File: src/common/dsp_pkg.sv
package dsp_pkg;

	// ~~~~~~~~~~~~~~~~~~~~~~~~~~~~~~~~~~~~~~~~~~~~~~~~~
	// Sizes.
	// ~~~~~~~~~~~~~~~~~~~~~~~~~~~~~~~~~~~~~~~~~~~~~~~~~

	localparam int sample_width   = 16;
	localparam int n_blocks       = 16;
	localparam int n_registers    = 16;
	localparam int n_delays       = 4;
	localparam int n_sram_banks   = 4;
	localparam int sram_bank_size = 256;
	localparam int sram_capacity  = 1024;
	localparam int lut_depth      = 32;

	// ~~~~~~~~~~~~~~~~~~~~~~~~~~~~~~~~~~~~~~~~~~~~~~~~~
	// Types.
	// ~~~~~~~~~~~~~~~~~~~~~~~~~~~~~~~~~~~~~~~~~~~~~~~~~

	typedef logic signed [sample_width - 1:0] sample_t;
	typedef logic [$clog2(n_blocks) - 1:0] block_addr_t;
	typedef logic [$clog2(n_registers) - 1:0] reg_addr_t;
	// One extra bit so the capacity itself is representable.
	typedef logic [$clog2(sram_capacity + 1) - 1:0] sram_addr_t;
	typedef logic [$clog2(n_delays) - 1:0] delay_id_t;

	typedef enum logic [2:0] {
		op_nop   = 3'd0,
		op_gain  = 3'd1,
		op_add   = 3'd2,
		op_lut   = 3'd3,
		op_delay = 3'd4,
		op_end   = 3'd5
	} opcode_t;

	typedef enum logic [1:0] {
		seq_ready,
		seq_processing,
		seq_invalid
	} seq_state_t;

	// Operand is a register index, or a delay id in its low bits.
	typedef struct packed {
		opcode_t op;
		logic [3:0] operand;
	} instr_t;

	typedef struct packed {
		logic req;
		sample_t arg;
	} lut_req_t;

	typedef struct packed {
		logic read;
		logic write;
		delay_id_t id;
		sample_t data;
	} delay_req_t;

	typedef struct packed {
		logic read;
		logic write;
		sram_addr_t read_addr;
		sram_addr_t write_addr;
		sample_t data;
	} sram_req_t;

endpackage

File: src/delay/delay_master.sv
`timescale 1ns/1ns

module delay_master (
	input logic clk,
	input logic reset,
	input dsp_pkg::delay_req_t req,
	input logic alloc,
	input dsp_pkg::sram_addr_t alloc_size,
	output dsp_pkg::sample_t data_out,
	output logic ready,
	output dsp_pkg::sram_req_t sram,
	input dsp_pkg::sample_t sram_data,
	input logic sram_read_ready,
	input logic sram_write_ready,
	output logic invalid
);
	typedef enum logic [1:0] {d_idle, d_read, d_write} delay_state_t;

	delay_state_t state;
	dsp_pkg::sram_addr_t base [dsp_pkg::n_delays];
	dsp_pkg::sram_addr_t size [dsp_pkg::n_delays];
	dsp_pkg::sram_addr_t ptr [dsp_pkg::n_delays];
	dsp_pkg::sram_addr_t fill [dsp_pkg::n_delays];
	logic [dsp_pkg::n_delays - 1:0] valid;
	dsp_pkg::sram_addr_t cursor;
	logic [$clog2(dsp_pkg::n_delays + 1) - 1:0] alloc_count;
	dsp_pkg::delay_id_t alloc_id;
	logic [$bits(dsp_pkg::sram_addr_t):0] alloc_end;
	logic alloc_ok;
	dsp_pkg::delay_id_t cur_id;
	dsp_pkg::sample_t cur_data;
	logic cur_write;
	dsp_pkg::sample_t read_val;
	logic filled;

	assign alloc_id  = alloc_count[$bits(dsp_pkg::delay_id_t) - 1:0];
	assign alloc_end = cursor + alloc_size;
	assign alloc_ok  = (alloc_count < dsp_pkg::n_delays) && (alloc_size != '0)
		&& (alloc_end <= dsp_pkg::sram_capacity);
	assign filled    = (fill[cur_id] >= size[cur_id]);

	// Read the oldest slot first, then overwrite it with the new sample.
	always_comb begin
		sram            = '0;
		sram.read       = (state == d_idle) && req.read && valid[req.id];
		sram.read_addr  = base[req.id] + ptr[req.id];
		sram.write      = (state == d_read) && sram_read_ready && cur_write;
		sram.write_addr = base[cur_id] + ptr[cur_id];
		sram.data       = cur_data;
	end

	always_ff @(posedge clk) begin
		if (reset) begin
			state       <= d_idle;
			valid       <= '0;
			cursor      <= '0;
			alloc_count <= '0;
			ready       <= 1'b0;
			invalid     <= 1'b0;
		end else begin
			ready   <= 1'b0;
			invalid <= 1'b0;

			// Regions are handed out back to back.
			if (alloc) begin
				if (alloc_ok) begin
					base[alloc_id]  <= cursor;
					size[alloc_id]  <= alloc_size;
					ptr[alloc_id]   <= '0;
					fill[alloc_id]  <= '0;
					valid[alloc_id] <= 1'b1;
					cursor          <= cursor + alloc_size;
					alloc_count     <= alloc_count + 1'b1;
				end else begin
					invalid <= 1'b1;
				end
			end

			case (state)
				d_idle: begin
					if (req.read && valid[req.id]) begin
						cur_id    <= req.id;
						cur_data  <= req.data;
						cur_write <= req.write;
						state     <= d_read;
					end else if (req.read) begin
						invalid  <= 1'b1;
						ready    <= 1'b1;
						data_out <= '0;
					end
				end
				d_read: begin
					if (sram_read_ready) begin
						if (cur_write) begin
							read_val <= sram_data;
							state    <= d_write;
						end else begin
							ready    <= 1'b1;
							data_out <= filled ? sram_data : '0;
							state    <= d_idle;
						end
					end
				end
				d_write: begin
					if (sram_write_ready) begin
						ready    <= 1'b1;
						data_out <= filled ? read_val : '0;
						ptr[cur_id] <= (ptr[cur_id] + 1'b1 == size[cur_id]) ? '0 : ptr[cur_id] + 1'b1;
						if (!filled)
							fill[cur_id] <= fill[cur_id] + 1'b1;
						state <= d_idle;
					end
				end
				default: state <= d_idle;
			endcase
		end
	end

endmodule

File: config.mk
export PLATFORM = sky130hd
export DESIGN_NAME = delay_master
export DESIGN_NICKNAME = d
export VERILOG_FILES = /design/src/common/dsp_pkg.sv /design/src/delay/delay_master.sv
export SDC_FILE = /design/constraint.sdc
export NUM_CORES = 1
export LEC_CHECK = 0
export BUFFER_PORTS_ARGS = -buffer_cell sky130_fd_sc_hd__buf_2
export CAP_MARGIN = 20
export CORE_MARGIN = 2
export CORE_UTILIZATION = 37
export CTS_BUF_LIST = sky130_fd_sc_hd__clkbuf_16
export DETAILED_ROUTE_END_ITERATION = 7
export PLACE_DENSITY = 0.53
export SLEW_MARGIN = 20
export SYNTH_ARGS = -nofsm -noshare
export SYNTH_HDL_FRONTEND = slang
export SYNTH_SLANG_ARGS = --single-unit
export TNS_END_PERCENT = 100
File: constraint.sdc
create_clock -name clk -period 11.33 [get_ports clk]
set_clock_uncertainty 0.15 [all_clocks]
set_input_delay 1.133 -clock clk [delete_from_list [all_inputs] [get_ports clk]]
set_output_delay 1.133 -clock clk [all_outputs]
set_load 0.05 [all_outputs]
# Word-level counts from Yosys, hierarchy flattened
# Memory sizes are Yosys's and may differ from the RTL's. A register that Yosys moved wholly into a read port is not among the register bits.
# Index checks and enable logic that the tools add are counted.
[totals]
register_bits = 73
ramBits = 176
out_inout_bits = 58
elab_cells = 100
n_memories = 4
[memory_table]
columns = ["memory", "words", "width", "rd", "rd_ports_with_merged_regs", "write_ports", "line_no", "text"]
rows = [
  ["base", 4, 11, 2, 1, 1, "delay_master.sv:20", "dsp_pkg::sram_addr_t base [dsp_pkg::n_delays];"],
  ["fill", 4, 11, 1, 1, 2, "delay_master.sv:23", "dsp_pkg::sram_addr_t fill [dsp_pkg::n_delays];"],
  ["ptr", 4, 11, 2, 1, 2, "delay_master.sv:22", "dsp_pkg::sram_addr_t ptr [dsp_pkg::n_delays];"],
  ["size", 4, 11, 1, 1, 1, "delay_master.sv:21", "dsp_pkg::sram_addr_t size [dsp_pkg::n_delays];"],
]
[classes]
addsub = 7
magnitude_cmp = 6
eq_ne = 9
n_mux = 45
n_bitwise = 2
reduce_logical = 16
[ops]
columns = ["operator", "n"]
rows = [
  ["$mux 16", 7],
  ["$pmux 16 s3", 1],
  ["$add 11x11->11", 3],
  ["$mux 1", 24],
  ["$add 11x1->11 const B", 2],
  ["$mux 2", 8],
  ["$add 11x11->12", 1],
  ["$le 12x11->1 const B", 1],
  ["$eq 11x11->1", 1],
  ["$ge 11x11->1", 1],
  ["$mux 11", 1],
  ["$reduce_bool 11->1", 1],
  ["$ne 2x2->1 const B", 5],
  ["$logic_and 1x1->1", 8],
  ["$reduce_and 7->1", 1],
  ["$lt 2x3->1 const B", 2],
  ["$pmux 2 s3", 1],
  ["$reduce_and 3->1", 2],
  ["$or 4x4->4", 1],
  ["$reduce_and 4->1", 1],
  ["$add 3x1->3 const B", 1],
  ["$lt 3x3->1 const B", 1],
  ["$pmux 1 s3", 1],
  ["$reduce_bool 3->1", 1],
  ["other kinds (9)", 9],
]

# Logic depth before layout (Yosys ltp)
[logic_depth]
word_depth = 8
mapped_depth = 17

# Worst setup path after synthesis
# Ideal clock, no wire load.
[synth_path]
kind = "input port to output port"
from = "input port req[16] (netlist bit)"
to = "output port sram[37] (netlist bit)"
t_arrival_ns = 5.117
required_time_ns = 10.047
slack_ns = 4.930
cell_stages = 14
path_buffers = 2
path_cell_list = "clkbuf_1 > buf_1 > mux4_2 > ha_1 > inv_1 > fa_1 > nor2b_1 > o21ai_0 > a21boi_0 > o21ai_0 > a21boi_0 > o21ai_0 > a21oi_1 > nor3b_1"
[synth_lines]
columns = ["element", "line_no", "text"]
rows = [
  ["from (decl)", "delay_master.sv:6", "input dsp_pkg::delay_req_t req,"],
  ["to (decl)", "delay_master.sv:11", "output dsp_pkg::sram_req_t sram,"],
]

==> impl_metrics.yaml <==
outcome:
  run_status: "complete, no violations"
worst_setup_path:
  reg2reg_to: "ptr[3][3]"
  regToRegStartpoint: "cursor[0]"
  worst-r2r-setup-slack_ns: 6.78
  worst_path_dominant_cell_family: "compound AO/OA/AOI/OAI gates"
  worst_r2r_path_depth: 11
  crit_path_start_kind: "input pin"
  critPathCaptureType: "output pin"
  list_of_cells_traversed_by_the_critical_path: "buf_2, mux4_2, ha_1, inv_1, fa_1, nor2b_1, o21ai_0, a21boi_0, o21ai_0, a21boi_0, o21ai_0, a21oi_1, nor3b_1, buf_2"
  worst-endpoint-required_ns: 10.05
  worst_ep_arrival_time_ns: 4.67
  criticalPathCategory: "input pin to output pin"
  number_of_buffer_and_inverter_stages_on_the_critical_path: 3
  critPathSlowestCell: "buf_2"
  cp_max_fo: 24
  critPathMostFrequentCell: "o21ai_0"
  worst_setup_path_startpoint: "req[16]"
  critPathMaxStageDelay_ns: 0.68
placement:
  placed_cell_area_um2: 13700
  place.gp.congestion: 0.770
  detailed_place_hpwl_um: 21000
  port_buffers: 109
drt:
  highest_layer: "met4"
  drt_pre_antenna_iters: 5
  drc: 0
  drt-total-wl_um: 31000
  initialDrtViolationCount: 593
  wl_met1_um: 14300
  dr_total_vias: 8032
  wl_met3_um: 1790
  vias_per_cell: 5.42
  final_antenna_net_count: 0
  routedWlPerCell_um: 20.9
  wl_met2_um: 14200
global_routing:
  grt_pass1_wl_um: 48100
  all_layer_gr_usage_pct: 17.6
  first_global_vias: 8269
  grt_antenna_before_repair: 2
  global_route.overflow_total: 0
  grt_max_degree: 45
logic_synthesis:
  count_of_yosys_warnings_during_synthesis: 0
  number_of_flops_mapped_to_enable_cells_by_yosys: 227
  synth.ff_latch_count: 251
  synth_sequential_area_ratio_pct: 57.8
  yosys.cell_types.count: 63
  syn-instance-count: 906
  netlist_area_before_placement_um2: 12600
  synthesis.area_per_instance_um2: 13.9
  ys.flop_type: "edfxtp_1"
  mappedNetlistNets: 1013
  async_reset_ff_share_pct: 0
sta:
  max_slew.worst_pin.slew_ns: 0.961
  finalSetupTns_ns: 0
  finalSetupViolations: 0
  grt_setup_unrepaired: "no"
  period_minus_slack_ns: 5.96
  timing.final.hold_violations: 0
  drv_slew: 0
  post-route-period-util_pct: 52.6
  maxSlewHeadroom_pct: 36.0
  achievable-frequency_mhz: 168
min_path:
  min_delay_path_depth: 2
  timing.hold.worst.start: "valid[3]"
  hold_path.class: "flip-flop to flip-flop"
  hold-path-endpoint: "valid[3]"
power_and_ir_drop:
  power_leakage_nw: 5.38
  cellPowerDensity_nw_per_um2: 188
  peakVddDrop_mv: 0.128
final_layout:
  drive_above_1_share_pct: 24.6
  non_filler_cell_area_final_um2: 14700
  nFillCells: 3126
  nNetsFinal: 1119
  layout-area-overhead-vs-synth_pct: 16.1
clock_tree:
  clkSinkCount: 251
  tritoncts_buffers: 28
  cts_setup_buffers: 0
  cts_resized: 0
  clock_insertion_delay_worst_skew_ns: 0.54
  clock_tree.buffer_depth: 3
  cts_root_buffer: "clkbuf_16"
  cts.hold.buffers_added: 0
  cts-htree-levels: 1
  cts_tree: "done"
  clk_pin_slew_worst_paths_ns: 0.06
floorplanning:
  core_um2: 33500
  initial_core_utilization_pct: 37.7
  floorplan.die.width_um: 189
  num_rows: 67
  floorplan_die_height_um: 189
  die_footprint_um2: 35600
  io-pin-count: 110
run:
  cap_viol_max_count: 0
==> tightest hold or removal path: cells and delay by family, from the launching register on <==
| family | cells | cell delay, ns |
|---|---|---|
| flops | 1 | 0.31 |
| compound gates | 1 | 0.07 |
| buf+inv | 1 | 0.04 |
==> stage by stage <==
stage               power, mW  utilization (%)  hold WS [ns]  worst slack, ns  instances
CTS                      2.79             43.7         0.321             5.25       1481
finish                   2.76             43.7         0.324             5.37       1483
floorplan                1.64                -         0.292             4.93        906
global route             2.89             43.7         0.354             4.93       1482
detailed placement       1.83             40.7         0.309             5.26       1429
global placement         1.82             40.7         0.307             5.32       1428
==> placed cells by master (no fill, tap or decap), types with 20 or more instances in the layout <==
master / count
inv_1: 55
dfxtp_1: 22
nor2_1: 57
clkbuf_16: 32
nand2_1: 37
nand3_1: 20
o21ai_0: 24
buf_2: 109
ha_1: 52
nor3_1: 75
xnor2_1: 26
mux4_2: 66
edfxtp_1: 227
==> worst max-delay path by stage <==
| stage | to | slack [ns] | depth (start not counted) |
|---|---|---|---|
| 3_5_place_dp | sram[37] | 5.26 | 14 |
| 6_report | sram[37] | 5.37 | 14 |
| 5_1_grt | sram[37] | 4.93 | 14 |
| 4_1_cts | sram[37] | 5.25 | 14 |
| 2_1_floorplan | sram[37] | 4.93 | 14 |
| 3_3_place_gp | sram[37] | 5.32 | 14 |
==> registers in the layout, summed over array words and instances, names as in the netlist, 2 cells and up, named ones only <==
name         cells
base            44
fill            44
ptr             44
size            44
cur_data        16
data_out        16
read_val        16
cursor          11
valid            4
alloc_count      3
cur_id           2
state            2
==> cells by family after synthesis <==
group / count (synthesis) / share of synthesized area [%]
AOI/OAI and AO/OA: 117 / 6.38
adders and majority gates: 55 / 5.63
muxes: 80 / 13.0
DFF: 251 / 57.8
and+or+nand+nor: 253 / 10.0
xor gates and xnor gates: 49 / 3.89
buffers and inverters: 101 / 3.31
==> power by group <==
part / switching [mW] / internal [mW]
logic: 0.406 / 0.219
registers: 0.0722 / 1.11
clock network: 0.377 / 0.576
==> routing by layer <==
metal  global-route usage (%)  up-vias
met5                        0        -
met4                     4.24        0
met3                     2.87       44
met2                     28.1      233
met1                     25.4     4020
li1                         -     3735
==> area by class of cell <==
cell class / count / area [um^2] / area share (%)
sequential: 251 / 7300 / 49.8
antenna: 1 / 2.50 / 0.0171
clock buffer: 32 / 801 / 5.46
inverter: 54 / 203 / 1.38
multi-input combinational: 554 / 4940 / 33.7
timing repair buffer: 123 / 667 / 4.55
clock inverter: 20 / 190 / 1.30
tap: 448 / 561 / 3.82
==> cell usage after synthesis (4+ instances only) <==
master / n / area share (%)
o21ai_0: 24 / 0.95
and3_1: 11 / 0.55
mux4_2: 66 / 12
mux2_2: 5 / 0.45
o21a_1: 8 / 0.48
clkbuf_1: 26 / 0.77
ha_1: 52 / 5.2
buf_2: 10 / 0.40
o2111ai_1: 9 / 0.62
a21boi_0: 7 / 0.42
nand3b_1: 4 / 0.24
nand4_1: 6 / 0.30
and2_1: 4 / 0.20
nor3_1: 75 / 3.0
nand3_1: 20 / 0.79
a22oi_1: 16 / 0.95
xor2_1: 18 / 1.2
mux2i_1: 6 / 0.48
xnor2_1: 26 / 1.8
nor2b_1: 9 / 0.45
nand2_1: 37 / 1.1
nor2_1: 58 / 1.7
dfxtp_1: 24 / 3.8
xnor3_1: 4 / 0.71
nor4_1: 14 / 0.69
inv_1: 54 / 1.6
edfxtp_1: 227 / 54
a21oi_1: 20 / 0.79
a21o_1: 8 / 0.48
buf_1: 7 / 0.21
No activity file was read; power rests on OpenSTA's default activity.
