$ cat src/common/dsp_pkg.sv
package dsp_pkg;

	// ~~~~~~~~~~~~~~~~~~~~~~~~~~~~~~~~~~~~~~~~~~~~~~~~~
	// Sizes.
	// ~~~~~~~~~~~~~~~~~~~~~~~~~~~~~~~~~~~~~~~~~~~~~~~~~

	localparam int sample_width   = 16;
	localparam int n_blocks       = 16;
	localparam int n_registers    = 16;
	localparam int n_delays       = 4;
	localparam int n_sram_banks   = 4;
	localparam int sram_bank_size = 256;
	localparam int sram_capacity  = 1024;
	localparam int lut_depth      = 32;

	// ~~~~~~~~~~~~~~~~~~~~~~~~~~~~~~~~~~~~~~~~~~~~~~~~~
	// Types.
	// ~~~~~~~~~~~~~~~~~~~~~~~~~~~~~~~~~~~~~~~~~~~~~~~~~

	typedef logic signed [sample_width - 1:0] sample_t;
	typedef logic [$clog2(n_blocks) - 1:0] block_addr_t;
	typedef logic [$clog2(n_registers) - 1:0] reg_addr_t;
	// One extra bit so the capacity itself is representable.
	typedef logic [$clog2(sram_capacity + 1) - 1:0] sram_addr_t;
	typedef logic [$clog2(n_delays) - 1:0] delay_id_t;

	typedef enum logic [2:0] {
		op_nop   = 3'd0,
		op_gain  = 3'd1,
		op_add   = 3'd2,
		op_lut   = 3'd3,
		op_delay = 3'd4,
		op_end   = 3'd5
	} opcode_t;

	typedef enum logic [1:0] {
		seq_ready,
		seq_processing,
		seq_invalid
	} seq_state_t;

	// Operand is a register index, or a delay id in its low bits.
	typedef struct packed {
		opcode_t op;
		logic [3:0] operand;
	} instr_t;

	typedef struct packed {
		logic req;
		sample_t arg;
	} lut_req_t;

	typedef struct packed {
		logic read;
		logic write;
		delay_id_t id;
		sample_t data;
	} delay_req_t;

	typedef struct packed {
		logic read;
		logic write;
		sram_addr_t read_addr;
		sram_addr_t write_addr;
		sample_t data;
	} sram_req_t;

endpackage

$ cat src/dsp_core/dsp_core.sv
`timescale 1ns/1ns

module dsp_core (
	input logic clk,
	input logic reset,
	input logic tick,
	input dsp_pkg::sample_t sample_in,
	output dsp_pkg::sample_t sample_out,
	output logic ready,
	input logic instr_write,
	input logic reg_write,
	input dsp_pkg::block_addr_t block_target,
	input dsp_pkg::reg_addr_t reg_target,
	input dsp_pkg::instr_t instr_val,
	input dsp_pkg::sample_t reg_val,
	output logic instr_write_ack,
	output logic reg_write_ack,
	output dsp_pkg::lut_req_t lut,
	input dsp_pkg::sample_t lut_data,
	input logic lut_ready,
	output dsp_pkg::delay_req_t delay,
	input dsp_pkg::sample_t delay_data,
	input logic delay_ready,
	output logic bad_instr
);
	typedef enum logic [1:0] {core_idle, core_run, core_wait_lut, core_wait_delay} core_state_t;

	core_state_t state;
	dsp_pkg::instr_t program_mem [dsp_pkg::n_blocks];
	dsp_pkg::sample_t regs [dsp_pkg::n_registers];
	dsp_pkg::block_addr_t pc;
	dsp_pkg::sample_t acc;
	dsp_pkg::instr_t cur;
	dsp_pkg::sample_t operand_val;
	logic signed [31:0] product;
	logic signed [31:0] sum_wide;
	dsp_pkg::sample_t result;
	logic step;
	logic stop;
	logic illegal;
	logic last_slot;

	// Clamp a wide value to the sample range.
	function automatic dsp_pkg::sample_t saturate(input logic signed [31:0] value);
		if (value[31:dsp_pkg::sample_width - 1] == '0 || value[31:dsp_pkg::sample_width - 1] == '1)
			return value[dsp_pkg::sample_width - 1:0];
		else if (value[31])
			return {1'b1, {(dsp_pkg::sample_width - 1){1'b0}}};
		else
			return {1'b0, {(dsp_pkg::sample_width - 1){1'b1}}};
	endfunction

	assign cur         = program_mem[pc];
	assign operand_val = regs[dsp_pkg::reg_addr_t'(cur.operand)];
	assign product     = acc * operand_val;
	assign sum_wide    = acc + operand_val;
	assign last_slot   = (pc == dsp_pkg::block_addr_t'(dsp_pkg::n_blocks - 1));
	assign sample_out  = acc;

	assign lut   = '{req: (state == core_run && cur.op == dsp_pkg::op_lut), arg: acc};
	assign delay = '{
		read:  (state == core_run && cur.op == dsp_pkg::op_delay),
		write: (state == core_run && cur.op == dsp_pkg::op_delay),
		id:    cur.operand[$bits(dsp_pkg::delay_id_t) - 1:0],
		data:  acc
	};

	// ~~~~~~~~~~~~~~~~~~~~~~~~~~~~~~~~~~~~~~~~~~~~~~~~~
	// Block execution.
	// ~~~~~~~~~~~~~~~~~~~~~~~~~~~~~~~~~~~~~~~~~~~~~~~~~

	always_comb begin
		step    = 1'b0;
		stop    = 1'b0;
		illegal = 1'b0;
		result  = acc;
		case (state)
			core_run: begin
				case (cur.op)
					dsp_pkg::op_nop: step = 1'b1;
					dsp_pkg::op_gain: begin
						// Q8.8 multiply.
						step   = 1'b1;
						result = saturate(product >>> 8);
					end
					dsp_pkg::op_add: begin
						step   = 1'b1;
						result = saturate(sum_wide);
					end
					dsp_pkg::op_lut, dsp_pkg::op_delay: step = 1'b0;
					dsp_pkg::op_end: stop = 1'b1;
					default: begin
						stop    = 1'b1;
						illegal = 1'b1;
					end
				endcase
			end
			core_wait_lut: begin
				if (lut_ready) begin
					step   = 1'b1;
					result = lut_data;
				end
			end
			core_wait_delay: begin
				if (delay_ready) begin
					step   = 1'b1;
					result = delay_data;
				end
			end
			default: step = 1'b0;
		endcase
	end

	always_ff @(posedge clk) begin
		if (reset) begin
			state     <= core_idle;
			pc        <= '0;
			ready     <= 1'b1;
			bad_instr <= 1'b0;
		end else begin
			bad_instr <= illegal;
			if (state == core_idle) begin
				if (tick) begin
					pc    <= '0;
					ready <= 1'b0;
					state <= core_run;
				end
			end else if (stop || (step && last_slot)) begin
				ready <= 1'b1;
				state <= core_idle;
			end else if (step) begin
				pc    <= pc + 1'b1;
				state <= core_run;
			end else if (state == core_run) begin
				state <= (cur.op == dsp_pkg::op_lut) ? core_wait_lut : core_wait_delay;
			end
		end
	end

	always_ff @(posedge clk) begin
		if (state == core_idle) begin
			if (tick)
				acc <= sample_in;
		end else begin
			acc <= result;
		end
	end

	// ~~~~~~~~~~~~~~~~~~~~~~~~~~~~~~~~~~~~~~~~~~~~~~~~~
	// Host writes.
	// ~~~~~~~~~~~~~~~~~~~~~~~~~~~~~~~~~~~~~~~~~~~~~~~~~

	always_ff @(posedge clk) begin
		if (reset) begin
			for (int i = 0; i < dsp_pkg::n_blocks; i++)
				program_mem[i] <= '{op: dsp_pkg::op_end, operand: '0};
			for (int i = 0; i < dsp_pkg::n_registers; i++)
				regs[i] <= '0;
			instr_write_ack <= 1'b0;
			reg_write_ack   <= 1'b0;
		end else begin
			instr_write_ack <= instr_write;
			reg_write_ack   <= reg_write;
			if (instr_write)
				program_mem[block_target] <= instr_val;
			if (reg_write)
				regs[reg_target] <= reg_val;
		end
	end

endmodule

$ cat config.mk
export PLATFORM = sky130hd
export DESIGN_NAME = dsp_core
export DESIGN_NICKNAME = d
export VERILOG_FILES = /design/src/common/dsp_pkg.sv /design/src/dsp_core/dsp_core.sv
export SDC_FILE = /design/constraint.sdc
export NUM_CORES = 1
export LEC_CHECK = 0
export BUFFER_PORTS_ARGS = -buffer_cell sky130_fd_sc_hd__buf_2
export CELL_PAD_IN_SITES_DETAIL_PLACEMENT = 1
export CELL_PAD_IN_SITES_GLOBAL_PLACEMENT = 1
export CORE_MARGIN = 5
export CORE_UTILIZATION = 45
export DETAILED_ROUTE_END_ITERATION = 7
export GPL_TIMING_DRIVEN = 1
export PLACE_DENSITY = 0.81
export SYNTH_ARGS = -nofsm -noshare
export SYNTH_HDL_FRONTEND = slang
export SYNTH_SLANG_ARGS = --single-unit
$ cat constraint.sdc
create_clock -name clk -period 24.7 [get_ports clk]
set_input_delay 2.47 -clock clk [delete_from_list [all_inputs] [get_ports clk]]
set_output_delay 2.47 -clock clk [all_outputs]
set_load 0.02 [all_outputs]
After elaboration in Yosys (flattened, before gate mapping)
Memories as Yosys holds them, arrays and structs flattened. A register that Yosys moved wholly into a read port is not among the register bits. Cells that the tools add are included.

Flip-flop bits (word level): 26. Bits in writable memories: 368. Bits of input ports: 86. Output and inout port bits: 57. Memories kept: 2.

$add $sub $neg: 2. Multiply operators: 1. Equal/unequal tests: 16. Mux-type cells: 46. Bitwise operators: 1. Reductions and logical operators: 24.

Memories: regs (depth 16, width 16, read ports 1, clocked after Yosys merged registers in 0, write ports 16, RTL line dsp_core.sv:30) `dsp_pkg::sample_t regs [dsp_pkg::n_registers];`; program_mem (depth 16, width 7, read ports 1, clocked after Yosys merged registers in 1, write ports 16, RTL line dsp_core.sv:29) `dsp_pkg::instr_t program_mem [dsp_pkg::n_blocks];`.

Operators with widths (count): $mux W16 (9); $pmux W16 S3 (1); $eq A17 B17 Y1 const B (2); $logic_not A17 Y1 (2); $mul A16 B16 Y32 (1); $mux W4 (8); $pmux W16 S2 (1); $mux W1 (20); $add A16 B16 Y17 (1); $reduce_or A16 Y1 (1); $mux W2 (5); $reduce_bool A4 Y1 (2); $mux W7 (1); $reduce_or A7 Y1 (1); $eq A3 B2 Y1 const B (2); $eq A3 B3 Y1 const B (2); $ne A3 B3 Y1 const B (2); $reduce_or A6 Y1 (1); $reduce_and A5 Y1 (1); $reduce_or A5 Y1 (1); $add A4 B1 Y4 const B (1); $eq A2 B2 Y1 const B (2); $eq A4 B4 Y1 const B (1); $ne A2 B2 Y1 const B (2); 14 further kinds (20).

Logic depth before layout (Yosys ltp)
Gate-level depths: netlist (run 1).

Word-level depth: 10. Depth in mapped cells: 44.

Worst setup path after synthesis (run 1)
No wires, ideal clock.

Path kind: register -> register. Start: reg with a tool-made name. End: reg acc[13], in the netlist sample_out[13] (data pin). Data arrival time: 9.721 ns. Required time: 24.546 ns. Setup slack: 14.825 ns. Stages on the path, launching flop included: 43. Cell sequence: dfxtp_1 buf_4 buf_6 mux4_2 mux2i_1 a21o_2 buf_6 clkbuf_1 clkbuf_1 buf_1 nand2_1 nand3_1 o21ai_0 o21ai_0 mux2i_1 inv_1 buf_1 ha_1 [... 7 more ...] inv_1 fa_1 inv_1 ha_1 a21o_1 a21o_1 a21o_1 a21oi_1 nor2b_1 o21ai_0 nand2b_1 a221oi_1 a21oi_1 o31a_1 or2_2 nor3_1 o22ai_1 a41oi_2.

RTL lines: end signal, assigned (RTL line dsp_core.sv:143) `acc <= sample_in;`; end signal, assigned (RTL line dsp_core.sv:145) `acc <= result;`; end, declared (RTL line dsp_core.sv:32) `dsp_pkg::sample_t acc;`.

==> results of run 1 <==
Yosys cell counts (all sizes together) (8+ instances only):
master	n
nand3	46
a21o	26
buf	60
or3	30
ha	96
xnor2	33
o21ai	97
nor2b	111
nand2	279
or2	42
mux2i	41
clkbuf	134
nor4	8
dfxtp	14
a311o	28
mux4	32
nor2	286
inv	336
nor3	24
and3	9
xor2	9
nand2b	21
nand4	18
a41oi	9
fa	263
a21oi	63
and2	367
edfxtp	384
o21bai	8
a31oi	14
path summary, 6_finish.rpt:
path                            cells past startpoint  slack [ps]   from            end
worst max-delay path                               38       12700   flop  sample_out[3]
worst min-delay path                                2         470  ready          ready
worst max register to register                     38       12700   flop  sample_out[3]
worst min register to register                      2         470  ready          ready
registers in the layout (all words and copies together) (netlist names), named ones only:
register,flops
instr_write_ack,1
state,2
pc,4
reg_write_ack,1
ready,1
regs,256
sample_out,16
bad_instr,1
program_mem,112
stage by stage:
| step | setup WS (ps) | cells | instance area (um^2) | utilization, % |
|---|---|---|---|---|
| after detailed placement | 12730 | 3857 | 31900 | 47.5 |
| after floorplan | 14820 | 2987 | 30600 | - |
| after global routing | 12010 | 3939 | 33500 | 49.8 |
| final | 12700 | 3939 | 33500 | 49.8 |
| after CTS | 12700 | 3937 | 33500 | 49.8 |
| after global placement | 13120 | 3857 | 31900 | 47.5 |
area by class of cell:
type / count / area [um^2] / share of cell area, %
Antenna cell: 1 / 2.50 / 0.00747
Multi-Input combinational cell: 2059 / 16700 / 49.8
Tap cell: 873 / 1090 / 3.26
Clock inverter: 23 / 385 / 1.15
Inverter: 336 / 1260 / 3.77
Sequential cell: 398 / 11800 / 35.3
Clock buffer: 57 / 1180 / 3.52
Timing Repair Buffer: 192 / 1100 / 3.28
worst max-delay path: cells and delay by family, from the launching register on:
family          cells  cell delay, ps
buf+inv             8            2460
simple gates        7            1360
fa+ha+maj           7            3350
flops               1             320
mux                 3            1260
compound gates     13            2870
metal layers:
| layer | vias to the layer above | routed length [um] | global-route usage, % |
|---|---|---|---|
| li1 | 9912 | - | - |
| met2 | 843 | 49600 | 46.4 |
| met1 | 11800 | 38400 | 33.0 |
| met4 | 2 | 4370 | 10.7 |
| met3 | 225 | 6350 | 4.15 |
| met5 | - | 13 | 0 |
cells by family (layout without fill, tap and decap cells):
kind of cell    after synthesis  count (layout)  share of synthesized area (%)
other cells                   0               1                              0
buf+inv                     530             608                           7.04
mux                          78              78                           3.88
compound gates              319             319                           7.05
xor+xnor                     42              42                           1.20
simple gates               1261            1261                           21.1
flops                       398             398                           38.6
fa+ha+maj                   359             359                           21.1
==> metrics, run 1 <==
max incr delay on CP 710 ps; Yosys reg bits 398; CTS tree yes; Synth top area share 37.7%; GRT overflow 0; Synth async-reset ratio 0%; dominant cells by area after synthesis edfxtp_1, fa_1, and2_1; Setup Buffers After CTS 0; Nets 3476; ys flop type edfxtp_1; Clock Sinks 398; largest net degree at the start of global routing 129; Slew Limit Fails 0; antenna-violating nets left 0; Fin Setup TNS 0 ps; cts bufs inserted 44; antenna violations before repair 5; Syn Nets 3432; Synth cell types 81; Final setup viols 0; core footprint 0.0673 mm^2; Final Hold Viols 0; Initial Util 45.5%; Hold-fix buffers, CTS 0; commonest non-fill, non-tap cells in the layout edfxtp_1, and2_1, inv_1; cell taking the most area after synthesis edfxtp_1; final RePlAce weighted congestion 0.926; Mapped Cells 2987; Syn. warnings 0; Slew HR 15.3%; min-delay worst type reg2reg; 1st-pass router iterations 6; Least-Margin Pin Slew 1270 ps; min Tclk post-route 12000 ps; Residual DRC 0; synthesized area 0.0306 mm^2; Hold Slack 471 ps; worst skew pair latency 590 ps; htree depth 2; Iter 0 DRT Violations 2015; die width 271 um; final worst path period share 48.6%; max cap viols 0; crit path kind reg2reg; crit start category flop; row cnt 95; syn avg cell area 10.2 um^2; Ports 143; Worst EP required 25020 ps; port bufs 142; CP Max Fanout 63; post-CTS sizing 0; Filler cells 7429; vias post-DR 22800; status finished clean; die height 271 um; nature of the critical path endpoint flop; Via-to-Cell Ratio 5.78; vias in the first global route 25300; Slowest cell on crit path buf_4; unrepaired setup endpoints after global routing false; Clock Skew 32.5 ps; max frequency 0.0833 GHz; GRT Util Overall 26.5%; EDFF count, synth 384; first-pass GRT wire length 150000 um; Clk pin slew, worst setup/hold paths 60 ps; crit-path most repeated cell fa_1; deepest clock path buffer count 3; WL final 98700 um; layout cell share with drive strength beyond 1 11.6%; Layout area overhead 9.49%; DP HPWL 69900 um; WL/cell 25.1 um; die area 0.0733 mm^2; Crit path arrival time 12320 ps; clock root buffer clkbuf_16; most common cell after layout, fill and taps aside edfxtp_1; register area share after synthesis 38.6%
Power of run 1 is not shown: default switching activity piles up to over one toggle a cycle in this logic, so the estimate is an artifact.
==> run 2, diff against run 1 <==
==> constraint.sdc (replaced) <==
create_clock -name clk -period 12.2 [get_ports clk]
set_input_delay 1.22 -clock clk [delete_from_list [all_inputs] [get_ports clk]]
set_output_delay 1.22 -clock clk [all_outputs]
set_load 0.02 [all_outputs]
==> run 2 against run 1 <==
Die area stayed put; sequential cell count stayed put; first-iteration DRC count is 21% lower; via count is 1.3% lower; core utilization is 0.19 points lower; critical endpoint is now sample_out[7]; highest routed layer unchanged.
==> metrics, run 2 (same netlist as run 1, synthesis figures left out) <==
CTS tree yes (unchanged); commonest non-fill, non-tap cells in the layout edfxtp_1, and2_1, inv_1 (unchanged); Slew HR 14.4% (was 15.3%); antenna-violating nets left 0 (unchanged); vias post-DR 22500 (was 22800); reg2reg path depth 37 (was 38); row cnt 95 (unchanged); Clk pin slew, worst setup/hold paths 60 ps (about the same); final worst setup slack 571 ps (was 12700 ps); crit start category flop (unchanged); worst skew pair latency 600 ps (was 590 ps); die width 271 um (unchanged); final worst path period share 95.3% (was 48.6%); GRT overflow 0 (unchanged); final RePlAce weighted congestion 0.916 (was 0.926); first-pass GRT wire length 149000 um (was 150000 um); max incr delay on CP 800 ps (was 710 ps); WL final 98000 um (was 98700 um); 1st-pass router iterations 5 (was 6); nature of the critical path endpoint flop (unchanged); core footprint 0.0673 mm^2 (unchanged); crit-path most repeated cell fa_1 (unchanged); htree depth 2 (unchanged); Fin Setup TNS 0 ps (unchanged); Clock Sinks 398 (unchanged); Final setup viols 0 (unchanged); reg2reg setup slack 570 ps (was 12700 ps); clock root buffer clkbuf_16 (unchanged); placed cells 3866 (was 3857); die height 271 um (unchanged); port bufs 142 (unchanged); max cap viols 0 (unchanged); Hold Path End ready (unchanged); DP HPWL 71400 um (was 69900 um); min-delay worst type reg2reg (unchanged); Final Hold Viols 0 (unchanged); Layout area overhead 9.08% (was 9.49%); max frequency 0.0860 GHz (was 0.0833 GHz); Slew Limit Fails 0 (unchanged); largest net degree at the start of global routing 129 (unchanged); Residual DRC 0 (unchanged); Iter 0 DRT Violations 1601 (was 2015); CP Max Fanout 34 (was 63); min Tclk post-route 11630 ps (was 12000 ps); Top reg by flops regs (unchanged); Slowest cell on crit path dfxtp_1 (was buf_4); vias in the first global route 24900 (was 25300); die area 0.0733 mm^2 (unchanged); antenna violations before repair 4 (was 5); status finished clean (unchanged); deepest clock path buffer count 3 (unchanged); max reg flops 256 (unchanged); Via-to-Cell Ratio 5.70 (was 5.78); Nets 3483 (was 3476); Final Cell Area 0.0334 mm^2 (was 0.0335 mm^2); worst slack, placed 666 ps (was 12730 ps); fin cells 3944 (was 3939); unrepaired setup endpoints after global routing false (unchanged); hold path startpoint ready (unchanged); WHS Path Cells 2 (unchanged); crit path kind reg2reg (unchanged); Crit path arrival time 11960 ps (was 12320 ps); Ports 143 (unchanged); Clock Skew 47.1 ps (was 32.5 ps); layout cell share with drive strength beyond 1 11.7% (was 11.6%); Hold-fix buffers, CTS 0 (unchanged); Area after DPL 0.0320 mm^2 (was 0.0319 mm^2); cts bufs inserted 43 (was 44); GRT Util Overall 26.3% (was 26.5%); Least-Margin Pin Slew 1280 ps (was 1270 ps); WL/cell 24.9 um (was 25.1 um); Worst EP required 12530 ps (was 25020 ps); Initial Util 45.5% (unchanged); most common cell after layout, fill and taps aside edfxtp_1 (unchanged); worst reg2reg path endpoint sample_out[7] (was sample_out[3])
## run 2: how the worst max path moves through the flow
stage,end,slack (ps)
after floorplan,sample_out[13],2320
after global placement,sample_out[6],790
after detailed placement,sample_out[6],670
after CTS,sample_out[6],630
after global routing,sample_out[7],40
final,sample_out[7],570
## run 2: per-layer routing
| layer | wire length, um | GRT usage (%) |
|---|---|---|
| met5 | 13 | 0 |
| met4 | 4690 | 11.4 |
| met3 | 5240 | 3.33 |
| met2 | 49200 | 46.1 |
| met1 | 38900 | 32.7 |
## run 2: stage by stage
step,util [%],hold WS (ps)
2_1_floorplan,-,477
3_3_place_gp,47.6,456
3_5_place_dp,47.6,450
4_1_cts,49.6,465
5_1_grt,49.6,497
6_report,49.6,462
## run 2: worst max-delay path, delay by kind of cell (launching register included)
kind	cells	cell delay [ps]
DFF	1	800
and+or+nand+nor	6	770
AOI/OAI and AO/OA	12	3190
muxes	4	1180
adders and majority gates	7	3390
xor gates and xnor gates	1	380
buffers and inverters	7	1590
## run 2: what timing repair did
item,in CTS,in global routing
resized for setup,0,1
setup endpoints to repair,0,5
setup buffers,0,0
## run 2: cell type report
class / instances / area (um^2)
antenna: 1 / 2.50
fill: 7389 / 33900
multi-input combinational: 2059 / 16700
clock inverter: 23 / 211
timing repair buffer: 200 / 1180
tap: 873 / 1090
clock buffer: 54 / 1140
inverter: 336 / 1260
sequential: 398 / 11800
Power of run 2 is left out for the same reason.
==> run 3, diff against run 2 <==
--- a/config.mk
+++ b/config.mk
@@ -5,14 +5,15 @@
 export SDC_FILE = /design/constraint.sdc
 export NUM_CORES = 1
 export LEC_CHECK = 0
-export BUFFER_PORTS_ARGS = -buffer_cell sky130_fd_sc_hd__buf_2
+export BUFFER_PORTS_ARGS = -buffer_cell sky130_fd_sc_hd__clkbuf_2
 export CELL_PAD_IN_SITES_DETAIL_PLACEMENT = 1
 export CELL_PAD_IN_SITES_GLOBAL_PLACEMENT = 1
 export CORE_MARGIN = 5
 export CORE_UTILIZATION = 45
+export CTS_BUF_LIST = sky130_fd_sc_hd__clkbuf_8
 export DETAILED_ROUTE_END_ITERATION = 7
 export GPL_TIMING_DRIVEN = 1
-export PLACE_DENSITY = 0.81
+export PLACE_DENSITY = 0.84
 export SYNTH_ARGS = -nofsm -noshare
 export SYNTH_HDL_FRONTEND = slang
 export SYNTH_SLANG_ARGS = --single-unit
==> constraint.sdc (replaced) <==
create_clock -name clk -period 9.6 [get_ports clk]
set_input_delay 0.96 -clock clk [delete_from_list [all_inputs] [get_ports clk]]
set_output_delay 0.96 -clock clk [all_outputs]
set_load 0.02 [all_outputs]
==> run 3 against run 2 <==
The run now ends with negative setup slack left; via count increased by 19%; hold slack improved by 34 ps; die area did not move; cell count is 9.9% higher; non-clock buffer count grew 343; critical path depth increased by 5; global-route usage grew 4.2 points; critical path type unchanged.
==> metrics, run 3 (same netlist as run 1, synthesis figures left out) <==
failing checks negative setup slack; Crit path arrival time 11000 ps (was 11960 ps); status finished with violations (was finished clean); layout cell share with drive strength beyond 1 27.8% (was 11.7%); max reg flops 256 (unchanged); Hold Path End ready (unchanged); row cnt 95 (unchanged); DP HPWL 77200 um (was 71400 um); max incr delay on CP 600 ps (was 800 ps); Hold Slack 496 ps (was 462 ps); Final Util 56.0% (was 49.6%); crit-path most repeated cell buf_4 (was fa_1); WL/cell 29.6 um (was 24.9 um); GRT Util Overall 30.5% (was 26.3%); 1st-pass router iterations 5 (unchanged); crit start category flop (unchanged); max frequency 0.0960 GHz (was 0.0860 GHz); unrepaired setup endpoints after global routing true (was false); worst slack, placed -744 ps (was 666 ps); Hold-fix buffers, CTS 0 (unchanged); reg2reg path depth 42 (was 37); most common cell after layout, fill and taps aside edfxtp_1 (unchanged); CP Max Fanout 9 (was 34); cts bufs inserted 70 (was 43); placed cells 4078 (was 3866); final worst setup slack -814 ps (was 571 ps); commonest non-fill, non-tap cells in the layout edfxtp_1, and2_1, buf_4 (was edfxtp_1, and2_1, inv_1); core footprint 0.0673 mm^2 (unchanged); vias post-DR 26700 (was 22500); die width 271 um (unchanged); antenna-violating nets left 0 (unchanged); htree depth 3 (was 2); Clk pin slew, worst setup/hold paths 80 ps (was 60 ps); nature of the critical path endpoint flop (unchanged); Ports 143 (unchanged); Clock Sinks 398 (unchanged); deepest clock path buffer count 3 (unchanged); Iter 0 DRT Violations 2869 (was 1601); fin cells 4336 (was 3944); Slew HR 10.2% (was 14.4%); Via-to-Cell Ratio 6.15 (was 5.70); min-delay worst type reg2reg (unchanged); Worst EP required 10180 ps (was 12530 ps); reg2reg setup slack -810 ps (was 570 ps); die height 271 um (unchanged); Residual DRC 0 (unchanged); min Tclk post-route 10410 ps (was 11630 ps); Filler cells 7252 (was 7389); vias in the first global route 28300 (was 24900); final worst path period share 108% (was 95.3%); WHS Path Cells 2 (unchanged); Top reg by flops regs (unchanged); Layout area overhead 23.1% (was 9.08%); Slowest cell on crit path fa_1 (was dfxtp_1); Slew Limit Fails 0 (unchanged); Initial Util 45.5% (unchanged); clock root buffer clkbuf_8 (was clkbuf_16); die area 0.0733 mm^2 (unchanged); GRT overflow 0 (unchanged); Clock Skew 93.1 ps (was 47.1 ps); Nets 3853 (was 3483); WL final 128000 um (was 98000 um); port bufs 142 (unchanged); Final Hold Viols 0 (unchanged); worst reg2reg path endpoint sample_out[3] (was sample_out[7]); final RePlAce weighted congestion 0.951 (was 0.916); worst skew pair latency 720 ps (was 600 ps); hold path startpoint ready (unchanged); Least-Margin Pin Slew 1350 ps (was 1280 ps); antenna violations before repair 6 (was 4); crit path kind reg2reg (unchanged); max cap viols 0 (unchanged); first-pass GRT wire length 172000 um (was 149000 um); Final setup viols 16 (was 0); largest net degree at the start of global routing 41 (was 129); CTS tree yes (unchanged)
run 3: cell count changes in the layout (fill, tap and decap cells not counted), moves of 22 or more:
cell,change
o21ai_0,-56
inv_2,+35
buf_6,+34
o21ai_1,+29
buf_2,-141
o21ai_2,+24
fa_2,+23
clkbuf_2,+142
nand2_1,-22
clkbuf_8,+74
buf_4,+269
clkbuf_16,-38
buf_12,+23
fa_1,-23
run 3: per-stage QoR:
step | TNS, ps | cell area (um^2)
final | -9650 | 37700
after global routing | -12320 | 37700
after global placement | -2110 | 33800
after CTS | -63.5 | 36500
after floorplan | 0 | 30600
after detailed placement | -7790 | 33800
run 3: worst max-delay path by stage:
stage,start,to,depth (start not counted),slack (ps)
after global routing,flop,sample_out[3],42,-980
after detailed placement,flop,sample_out[3],37,-740
after CTS,flop,sample_out[3],42,-30
final,flop,sample_out[3],42,-810
after floorplan,flop,sample_out[3],42,9
after global placement,flop,sample_out[3],39,-370
run 3: routing by layer:
metal  global-route usage [%]  vias up  wire length [um]
li1                         -    10700                 -
met3                     5.79      657             11600
met5                        0        -                 0
met2                     53.3     1850             62600
met1                     35.4    13500             43300
met4                     16.9        0             10700
run 3: cell type report:
type | count | area [um^2] | share of cell area, %
Sequential cell | 398 | 11800 | 31.4
Antenna cell | 5 | 12.5 | 0.0332
Multi-Input combinational cell | 2059 | 17600 | 46.8
Clock inverter | 48 | 319 | 0.847
Timing Repair Buffer | 543 | 4450 | 11.8
Inverter | 336 | 1310 | 3.49
Clock buffer | 74 | 1020 | 2.70
Tap cell | 873 | 1090 | 2.90
run 3: timing repair:
item | CTS | global route
pin swaps | 103 | 125
gates resized for setup | 213 | 185
buffers inserted | 64 | 61
endpoints found under the setup margin | 16 | 16
hold endpoints to repair | 0 | 0
cloned | 7 | 6
run 3: critical path, delay by kind of cell, from the launching register on:
kind | cells | cell delay [ps]
multiplexers | 4 | 1260
AO/OA/AOI/OAI | 6 | 1320
flip-flops | 1 | 390
buffers and inverters | 15 | 1880
AND/OR/NAND/NOR | 10 | 1880
adder cells (fa/ha/maj) | 7 | 3530
Power of run 3 is left out for the same reason.
